### config.mk
export PLATFORM = sky130hd
export DESIGN_NAME = fpu_sqrt
export DESIGN_NICKNAME = d
export VERILOG_FILES = /design/src/fpu_sqrt_pkg.sv /design/src/fpu_sqrt_unpack.sv /design/src/fpu_sqrt_root_stage.sv /design/src/fpu_sqrt_round.sv /design/src/fpu_sqrt_lane.sv /design/src/fpu_sqrt_valid_pipe.sv /design/src/fpu_sqrt.sv
export SDC_FILE = /design/constraint.sdc
export NUM_CORES = 2
export LEC_CHECK = 0
export BUFFER_PORTS_ARGS = -buffer_cell sky130_fd_sc_hd__buf_2
export CAP_MARGIN = 5
export CORE_ASPECT_RATIO = 1.25
export CORE_MARGIN = 2
export CORE_UTILIZATION = 50
export CTS_CLUSTER_DIAMETER = 60
export DETAILED_ROUTE_END_ITERATION = 7
export PLACE_DENSITY_LB_ADDON = 0.12
export SYNTH_ARGS = -nofsm -noshare
export SYNTH_HDL_FRONTEND = slang
export SYNTH_SLANG_ARGS = --single-unit
### constraint.sdc
create_clock -name clk -period 14.1 [get_ports clk]
set_input_delay 2.82 -clock clk [delete_from_list [all_inputs] [get_ports clk]]
set_output_delay 2.82 -clock clk [all_outputs]
set_load 0.1 [all_outputs]
### src/fpu_sqrt_pkg.sv
package fpu_sqrt_pkg;

    // RISC-V frm encodings; 5 to 7 fall back to round-to-nearest-even
    typedef enum logic [2:0] {
        RNE = 3'd0,
        RTZ = 3'd1,
        RDN = 3'd2,
        RUP = 3'd3,
        RMM = 3'd4
    } rounding_mode_e;

    // Operand classes as seen by the square root
    typedef enum logic [2:0] {
        CLASS_ZERO        = 3'd0,
        CLASS_NORMAL      = 3'd1,
        CLASS_INF         = 3'd2,
        CLASS_QNAN        = 3'd3,
        CLASS_SNAN        = 3'd4,
        CLASS_NEG_INVALID = 3'd5
    } fp_class_e;

    // Flag vector is NV, DZ, OF, UF, NX from msb to lsb
    localparam int FFLAGS_W = 5;
    localparam int FLAG_NV  = 4;
    localparam int FLAG_NX  = 0;

    // 24 significand bits plus the round bit
    localparam int ROOT_BITS = 25;

    // Two radicand bits per root bit
    localparam int RADICAND_W = 2 * ROOT_BITS;

    localparam int REM_W = ROOT_BITS + 2;

    localparam logic [31:0] CANONICAL_NAN = 32'h7fc0_0000;

    localparam int EXP_BIAS = 127;

endpackage

### src/fpu_sqrt_unpack.sv
`timescale 1ns/1ps

module fpu_sqrt_unpack (
    input  logic                                  clk,
    input  logic                                  enable,
    input  logic [31:0]                           operand,
    output logic [fpu_sqrt_pkg::RADICAND_W-1:0]   radicand,
    output logic [7:0]                            exp_half,
    output fpu_sqrt_pkg::fp_class_e               op_class,
    output logic                                  zero_sign
);
    import fpu_sqrt_pkg::*;

    logic                  sign;
    logic [7:0]            exp_field;
    logic [22:0]           frac;
    logic [4:0]            lz;
    logic [23:0]           sig;
    logic signed [9:0]     exp_unb;
    logic signed [9:0]     exp_half_wide;
    logic [RADICAND_W-1:0] rad_d;
    fp_class_e             class_d;

    assign sign      = operand[31];
    assign exp_field = operand[30:23];
    assign frac      = operand[22:0];

    // Leading zeros of the fraction, only meaningful for subnormals
    always_comb begin
        lz = '0;
        for (int i = 0; i < 23; i++) begin
            if (frac[i]) begin
                lz = 5'(22 - i);
            end
        end
    end

    always_comb begin
        if (exp_field == 8'd0) begin
            sig     = {frac, 1'b0} << lz;
            exp_unb = 10'd0 - 10'(EXP_BIAS) - {5'b0, lz};
        end else begin
            sig     = {1'b1, frac};
            exp_unb = {2'b00, exp_field} - 10'(EXP_BIAS);
        end
    end

    // Odd exponent borrows one factor of two into the significand
    assign rad_d = exp_unb[0] ? {sig, {(RADICAND_W-24){1'b0}}}
                              : {1'b0, sig, {(RADICAND_W-25){1'b0}}};

    // Arithmetic shift floors, so odd exponents land on the even one below
    assign exp_half_wide = (exp_unb >>> 1) + 10'(EXP_BIAS);

    always_comb begin
        if (exp_field == 8'hff) begin
            if (frac != '0) begin
                class_d = frac[22] ? CLASS_QNAN : CLASS_SNAN;
            end else begin
                class_d = sign ? CLASS_NEG_INVALID : CLASS_INF;
            end
        end else if (exp_field == 8'd0 && frac == '0) begin
            class_d = CLASS_ZERO;
        end else begin
            class_d = sign ? CLASS_NEG_INVALID : CLASS_NORMAL;
        end
    end

    always_ff @(posedge clk) begin
        if (enable) begin
            radicand  <= rad_d;
            exp_half  <= exp_half_wide[7:0];
            op_class  <= class_d;
            zero_sign <= sign;
        end
    end

endmodule

### src/fpu_sqrt_root_stage.sv
`timescale 1ns/1ps

module fpu_sqrt_root_stage #(
    parameter int ROOT_BITS_PER_STAGE = 5
) (
    input  logic                                  clk,
    input  logic                                  enable,
    input  logic [fpu_sqrt_pkg::RADICAND_W-1:0]   rad_in,
    input  logic [fpu_sqrt_pkg::REM_W-1:0]        rem_in,
    input  logic [fpu_sqrt_pkg::ROOT_BITS-1:0]    root_in,
    input  logic [7:0]                            exp_in,
    input  fpu_sqrt_pkg::fp_class_e               class_in,
    input  logic                                  zero_sign_in,
    output logic [fpu_sqrt_pkg::RADICAND_W-1:0]   rad_out,
    output logic [fpu_sqrt_pkg::REM_W-1:0]        rem_out,
    output logic [fpu_sqrt_pkg::ROOT_BITS-1:0]    root_out,
    output logic [7:0]                            exp_out,
    output fpu_sqrt_pkg::fp_class_e               class_out,
    output logic                                  zero_sign_out
);
    import fpu_sqrt_pkg::*;

    logic [RADICAND_W-1:0] rad_d;
    logic [REM_W-1:0]      rem_d;
    logic [ROOT_BITS-1:0]  root_d;

    // Restoring recurrence, unrolled over the digits of this stage
    always_comb begin : steps
        logic [RADICAND_W-1:0] rad;
        logic [REM_W+1:0]      rem;
        logic [REM_W+1:0]      trial;
        logic [REM_W+1:0]      subtrahend;
        logic [ROOT_BITS-1:0]  root;

        rad  = rad_in;
        rem  = {2'b00, rem_in};
        root = root_in;
        for (int i = 0; i < ROOT_BITS_PER_STAGE; i++) begin
            trial      = {rem[REM_W-1:0], rad[RADICAND_W-1 -: 2]};
            subtrahend = {2'b00, root, 2'b01};
            rad        = rad << 2;
            if (trial >= subtrahend) begin
                rem  = trial - subtrahend;
                root = {root[ROOT_BITS-2:0], 1'b1};
            end else begin
                rem  = trial;
                root = {root[ROOT_BITS-2:0], 1'b0};
            end
        end
        rad_d  = rad;
        rem_d  = rem[REM_W-1:0];
        root_d = root;
    end

    always_ff @(posedge clk) begin
        if (enable) begin
            rad_out       <= rad_d;
            rem_out       <= rem_d;
            root_out      <= root_d;
            exp_out       <= exp_in;
            class_out     <= class_in;
            zero_sign_out <= zero_sign_in;
        end
    end

endmodule

### src/fpu_sqrt_round.sv
`timescale 1ns/1ps

module fpu_sqrt_round (
    input  logic                                  clk,
    input  logic                                  enable,
    input  logic [fpu_sqrt_pkg::ROOT_BITS-1:0]    root_in,
    input  logic [fpu_sqrt_pkg::REM_W-1:0]        rem_in,
    input  logic [fpu_sqrt_pkg::RADICAND_W-1:0]   rad_in,
    input  logic [7:0]                            exp_in,
    input  fpu_sqrt_pkg::fp_class_e               class_in,
    input  logic                                  zero_sign_in,
    input  fpu_sqrt_pkg::rounding_mode_e          frm,
    output logic [31:0]                           result,
    output logic [fpu_sqrt_pkg::FFLAGS_W-1:0]     fflags
);
    import fpu_sqrt_pkg::*;

    logic                round_bit;
    logic                sticky;
    logic                lsb;
    logic                round_up;
    logic [ROOT_BITS-1:0] sig_rnd;
    logic                carry;
    logic [7:0]          exp_rnd;
    logic [22:0]         frac_rnd;
    logic [31:0]         result_d;
    logic [FFLAGS_W-1:0] flags_d;

    assign round_bit = root_in[0];
    assign lsb       = root_in[1];
    assign sticky    = (rem_in != '0) || (rad_in != '0);

    // The root is always positive, so RDN truncates like RTZ
    always_comb begin
        case (frm)
            RTZ, RDN: round_up = 1'b0;
            RUP:      round_up = round_bit | sticky;
            RMM:      round_up = round_bit;
            default:  round_up = round_bit & (sticky | lsb);
        endcase
    end

    assign sig_rnd  = {1'b0, root_in[ROOT_BITS-1:1]} + ROOT_BITS'(round_up);
    assign carry    = sig_rnd[ROOT_BITS-1];
    assign exp_rnd  = exp_in + 8'(carry);
    // A carry-out leaves the fraction at zero for 1.0 of the next binade
    assign frac_rnd = sig_rnd[22:0];

    always_comb begin
        result_d = {1'b0, exp_rnd, frac_rnd};
        flags_d  = '0;
        case (class_in)
            CLASS_ZERO: begin
                result_d = {zero_sign_in, 31'b0};
            end
            CLASS_INF: begin
                result_d = {1'b0, 8'hff, 23'b0};
            end
            CLASS_QNAN: begin
                result_d = CANONICAL_NAN;
            end
            CLASS_SNAN, CLASS_NEG_INVALID: begin
                result_d         = CANONICAL_NAN;
                flags_d[FLAG_NV] = 1'b1;
            end
            default: begin
                flags_d[FLAG_NX] = round_bit | sticky;
            end
        endcase
    end

    always_ff @(posedge clk) begin
        if (enable) begin
            result <= result_d;
            fflags <= flags_d;
        end
    end

endmodule

### src/fpu_sqrt_lane.sv
`timescale 1ns/1ps

module fpu_sqrt_lane #(
    parameter int ROOT_BITS_PER_STAGE = 5
) (
    input  logic                                clk,
    input  logic                                enable,
    input  logic [31:0]                         dataa,
    input  fpu_sqrt_pkg::rounding_mode_e        frm,
    output logic [31:0]                         result,
    output logic [fpu_sqrt_pkg::FFLAGS_W-1:0]   fflags
);
    import fpu_sqrt_pkg::*;

    localparam int NUM_STAGES = ROOT_BITS / ROOT_BITS_PER_STAGE;

    // Index 0 is the unpack output, index NUM_STAGES feeds round
    logic [RADICAND_W-1:0] rad_c       [NUM_STAGES+1];
    logic [REM_W-1:0]      rem_c       [NUM_STAGES+1];
    logic [ROOT_BITS-1:0]  root_c      [NUM_STAGES+1];
    logic [7:0]            exp_c       [NUM_STAGES+1];
    fp_class_e             class_c     [NUM_STAGES+1];
    logic                  zero_sign_c [NUM_STAGES+1];

    fpu_sqrt_unpack unpack (
        .clk       (clk),
        .enable    (enable),
        .operand   (dataa),
        .radicand  (rad_c[0]),
        .exp_half  (exp_c[0]),
        .op_class  (class_c[0]),
        .zero_sign (zero_sign_c[0])
    );

    assign rem_c[0]  = '0;
    assign root_c[0] = '0;

    for (genvar s = 0; s < NUM_STAGES; s++) begin : g_stage
        fpu_sqrt_root_stage #(
            .ROOT_BITS_PER_STAGE (ROOT_BITS_PER_STAGE)
        ) root_stage (
            .clk           (clk),
            .enable        (enable),
            .rad_in        (rad_c[s]),
            .rem_in        (rem_c[s]),
            .root_in       (root_c[s]),
            .exp_in        (exp_c[s]),
            .class_in      (class_c[s]),
            .zero_sign_in  (zero_sign_c[s]),
            .rad_out       (rad_c[s+1]),
            .rem_out       (rem_c[s+1]),
            .root_out      (root_c[s+1]),
            .exp_out       (exp_c[s+1]),
            .class_out     (class_c[s+1]),
            .zero_sign_out (zero_sign_c[s+1])
        );
    end

    fpu_sqrt_round round (
        .clk          (clk),
        .enable       (enable),
        .root_in      (root_c[NUM_STAGES]),
        .rem_in       (rem_c[NUM_STAGES]),
        .rad_in       (rad_c[NUM_STAGES]),
        .exp_in       (exp_c[NUM_STAGES]),
        .class_in     (class_c[NUM_STAGES]),
        .zero_sign_in (zero_sign_c[NUM_STAGES]),
        .frm          (frm),
        .result       (result),
        .fflags       (fflags)
    );

endmodule

### src/fpu_sqrt_valid_pipe.sv
`timescale 1ns/1ps

module fpu_sqrt_valid_pipe #(
    parameter int TAGW  = 1,
    parameter int DEPTH = 7
) (
    input  logic                          clk,
    input  logic                          rst_n,
    input  logic                          enable,
    input  logic                          valid_in,
    input  logic [TAGW-1:0]               tag_in,
    input  fpu_sqrt_pkg::rounding_mode_e  frm_in,
    output logic                          valid_out,
    output logic [TAGW-1:0]               tag_out,
    output fpu_sqrt_pkg::rounding_mode_e  frm_round
);
    import fpu_sqrt_pkg::*;

    logic [DEPTH-1:0] valid_q;
    logic [TAGW-1:0]  tag_q [DEPTH];
    // frm is consumed by round, one stage before the end
    rounding_mode_e   frm_q [DEPTH-1];

    always_ff @(posedge clk) begin
        if (!rst_n) begin
            valid_q <= '0;
        end else if (enable) begin
            valid_q <= {valid_q[DEPTH-2:0], valid_in};
        end
    end

    always_ff @(posedge clk) begin
        if (enable) begin
            tag_q[0] <= tag_in;
            frm_q[0] <= frm_in;
            for (int i = 1; i < DEPTH; i++) begin
                tag_q[i] <= tag_q[i-1];
            end
            for (int i = 1; i < DEPTH - 1; i++) begin
                frm_q[i] <= frm_q[i-1];
            end
        end
    end

    assign valid_out = valid_q[DEPTH-1];
    assign tag_out   = tag_q[DEPTH-1];
    assign frm_round = frm_q[DEPTH-2];

endmodule

### src/fpu_sqrt.sv
`timescale 1ns/1ps

module fpu_sqrt #(
    parameter int NUM_LANES           = 1,
    parameter int TAGW                = 1,
    parameter int ROOT_BITS_PER_STAGE = 5
) (
    input  logic                                              clk,
    input  logic                                              rst_n,
    output logic                                              ready_in,
    input  logic                                              valid_in,
    input  logic [TAGW-1:0]                                   tag_in,
    input  logic [2:0]                                        frm,
    input  logic [NUM_LANES-1:0][31:0]                        dataa,
    output logic [NUM_LANES-1:0][31:0]                        result,
    output logic                                              has_fflags,
    output logic [NUM_LANES-1:0][fpu_sqrt_pkg::FFLAGS_W-1:0]  fflags,
    output logic [TAGW-1:0]                                   tag_out,
    input  logic                                              ready_out,
    output logic                                              valid_out
);
    import fpu_sqrt_pkg::*;

    // unpack + root stages + round
    localparam int LATENCY = 2 + ROOT_BITS / ROOT_BITS_PER_STAGE;

    logic           stall;
    logic           enable;
    rounding_mode_e frm_round;

    // Whole pipeline freezes while the head beat is not taken
    assign stall    = valid_out & ~ready_out;
    assign enable   = ~stall;
    assign ready_in = enable;

    fpu_sqrt_valid_pipe #(
        .TAGW  (TAGW),
        .DEPTH (LATENCY)
    ) valid_pipe (
        .clk       (clk),
        .rst_n     (rst_n),
        .enable    (enable),
        .valid_in  (valid_in),
        .tag_in    (tag_in),
        .frm_in    (rounding_mode_e'(frm)),
        .valid_out (valid_out),
        .tag_out   (tag_out),
        .frm_round (frm_round)
    );

    for (genvar i = 0; i < NUM_LANES; i++) begin : g_lane
        fpu_sqrt_lane #(
            .ROOT_BITS_PER_STAGE (ROOT_BITS_PER_STAGE)
        ) lane (
            .clk    (clk),
            .enable (enable),
            .dataa  (dataa[i]),
            .frm    (frm_round),
            .result (result[i]),
            .fflags (fflags[i])
        );
    end

    assign has_fflags = valid_out & (|fflags);

endmodule

==> reports/results.ini <==
[global_route]
grt_max_degree = 160
grt_pass1_vias = 33200
grt_usage_pct = 27.0
grt_pass1_wl_um = 179000
grt_overflow_total = 0
antenna_found_initial = 10

[setup_path]
endpoint_kind = flop
path_class = reg -> reg
crit_arrival_ns = 13.72
cpMostUsedCell = a21o_1
critPathMaxFanout = 16
crit_slowest_cell = edfxtp_1
cp-start-kind = flop
slowest_delay_ns = 0.43
required_ns = 14.54

[synth]
async_reset_ff_share_pct = 0
ys_types = 125
synth.area.top_cells = edfxtp_1, ha_1, xnor2_1
syn_area_mm2 = 0.0395
yosysTopAreaCell = edfxtp_1
synth-seq-area-share_pct = 29.5
ys_warn_count = 0
syn_inst = 4577
synth_seq_cells = 390
synth.most_common_cell = nor2_1
synth-edff-count = 383
synth_flop_cell = edfxtp_1
synthTopCellsByCount = nor2_1, a21oi_1, edfxtp_1
syn_area_per_cell_um2 = 8.63
netlist.area_leader.share_pct = 29.1

[detailed_routing]
totalWireLength_um = 114000
drt_iter0_markers = 2321
drc_errors = 0
vias_per_cell = 5.93
drt_pass1_iterations = 6
post_drt_wl_per_cell_um = 19.2
dr_total_vias = 35200
antenna_left = 0

[finish]
multiInputGateArea_mm2 = 0.0267
layout.cells.non_filler = 5927
final_util_pct = 56.8
final_area_mm2 = 0.0446
syn_to_final_growth_pct = 12.8
nNetsFinal = 5207
register_area_mm2 = 0.0116
drive_gt1_share_pct = 14.0
fillers = 7281

[pwr]
swShare_pct = 46.1
p_sw_uw = 3530
powerDensity_mw_per_mm2 = 172
leakage_uw = 0.0190
p_int_uw = 4120
total_power_uw = 7650
power_frac_comb_pct = 61.6
seq_power_share_pct = 22.8
clockPowerShare_pct = 15.5
peakVddDrop_uv = 117

[timing]
fin_crit_ns = 13.27
rsz0062_at_grt = yes
drv_slew = 0
tightest_slew_ns = 1.02
fin_skew_ns = 0.0345
period_share_pct = 94.1
max_freq_mhz = 75.3
finalHoldViolCount = 0
setup_viol = 0
slew_headroom_pct = 30.3
setup_tns_ns = 0

[clock_network]
htree_levels = 2
clock_sinks = 390
ctsHoldBuffers = 0
cts-root-buf = clkbuf_16
clk_latency_ns = 0.60
numCtsBuffers = 45
cts_tree = done
clockBufferDepth = 3
clk_pin_slew_ns = 0.06

[min_path]
min_path_type = reg -> reg

[place]
place_inst = 5832
io_buffers = 77
dpl-instance-area_mm2 = 0.0427
place.gp.congestion = 0.938
dp_hpwl_um = 91600

[floorplanning]
num_rows = 115
die_y_um = 318
die_area_mm2 = 0.0813
die_width_um = 255
core_mm2 = 0.0784
start_util_pct = 50.4
io_pins = 81

[job]
max_cap_viol_count = 0

[outcome]
status = finished clean

## per-stage QoR
step | setup WS [ns] | hold slack [ns]
finish | 0.827 | 0.414
CTS | 0.00856 | 0.411
floorplan | 0.0176 | 0.400
detailed placement | -0.0559 | 0.405
global route | -0.126 | 0.422
global placement | 0.0831 | 0.401
## worst paths after layout
path / cells past startpoint / to / slack [ns] / from
max: 73 / g_lane[0].lane.g_stage[4].root_stage.rem_out[26] / 0.83 / flop
min: 0 / g_lane[0].lane.g_stage[2].root_stage.class_out[0] / 0.41 / g_lane[0].lane.g_stage[1].root_stage.class_out[0]
max reg2reg: 73 / g_lane[0].lane.g_stage[4].root_stage.rem_out[26] / 0.83 / flop
min reg2reg: 0 / g_lane[0].lane.g_stage[2].root_stage.class_out[0] / 0.41 / g_lane[0].lane.g_stage[1].root_stage.class_out[0]
## critical path: cells and delay by family, from the launching register on
| family | cells | cell delay (ns) |
|---|---|---|
| AO/OA/AOI/OAI | 51 | 8.88 |
| adder cells (fa/ha/maj) | 6 | 1.60 |
| buffers and inverters | 7 | 1.05 |
| flip-flops | 1 | 0.43 |
| AND/OR/NAND/NOR | 9 | 1.14 |
## registers in the layout, indices dropped and copies added (netlist names)
signal,flops
g_lane.lane.unpack.zero_sign,1
g_lane.lane.unpack.exp_half,8
g_lane.lane.round.fflags,2
g_lane.lane.g_stage.root_stage.rem_out,132
g_lane.lane.g_stage.root_stage.exp_out,40
g_lane.lane.g_stage.root_stage.rad_out,20
g_lane.lane.g_stage.root_stage.root_out,75
valid_pipe.tag_q,7
valid_pipe.valid_q,7
g_lane.lane.g_stage.root_stage.zero_sign_out,5
g_lane.lane.unpack.op_class,3
g_lane.lane.round.result,32
g_lane.lane.unpack.radicand,25
valid_pipe.frm_q,18
g_lane.lane.g_stage.root_stage.class_out,15
## power by group through the flow
stage                     Clock (µW)  Combinational [µW]  Sequential [µW]
final                           1190                4720             1750
after global routing            1260                5180             1770
after CTS                       1210                4610             1750
after detailed placement           0                4580             1770
after global placement             0                4560             1770
after floorplan                    0                3370             1900
## cell families (layout without fill, tap and decap cells)
family,Yosys count,after routing,synth area share [%]
AOI/OAI and AO/OA,1349,1350,22.6
xor gates and xnor gates,414,414,9.23
adders and majority gates,333,333,10.6
buffers and inverters,386,673,3.94
DFF,390,390,29.5
muxes,161,161,4.29
other,2,11,0.0190
and+or+nand+nor,1542,1542,19.9
## layout by cell type (no fill, tap or decap), types with 21 or more instances in the layout
cell       count
ha_1         326
xnor2_1      268
a31oi_1       45
mux2_2        58
nand2_1      297
o31ai_1       40
inv_1        229
a21boi_0      27
a21o_1       129
a21oi_2       35
xor2_1       143
o21ai_0      188
nand3_1      109
a21oi_1      414
or3_1         33
or2_2         38
mux2i_1       92
clkbuf_16     45
nor2b_1       44
nor4_1        48
buf_2         77
o21a_1        52
and3_1        50
nand2b_1      63
nor3_1       113
o21ai_1       25
o21bai_1      69
and4_1        21
nor2_1       494
nand4_1       63
edfxtp_1     383
buf_4        257
o211ai_1      30
a211oi_1      40
and2_1        36
## per-layer routing
metal / GRT usage [%] / vias to the layer above / wire length, µm
met5: 0 / - / 70
met4: 9.28 / 10 / 4060
met3: 2.85 / 206 / 4160
met2: 48.1 / 741 / 56300
met1: 33.8 / 16600 / 49300
li1: - / 17600 / -
## timing repair
item                       4_1_cts  5_1_grt
setup endpoints to repair        2       76
gates cloned                     0        2
resized for setup                1       92
setup buffers                    0        6
pin swaps                        0       19
## final cells by class
class / instances / area share, %
Tap cell: 1053 / 2.96
Clock buffer: 50 / 2.57
Timing Repair inverter: 1 / 0.0112
Timing Repair Buffer: 341 / 5.43
Clock inverter: 33 / 0.876
Inverter: 248 / 2.12
Multi-Input combinational cell: 3807 / 59.9
Antenna cell: 4 / 0.0225
Sequential cell: 390 / 26.1
Power figures use the tool's default switching activity.
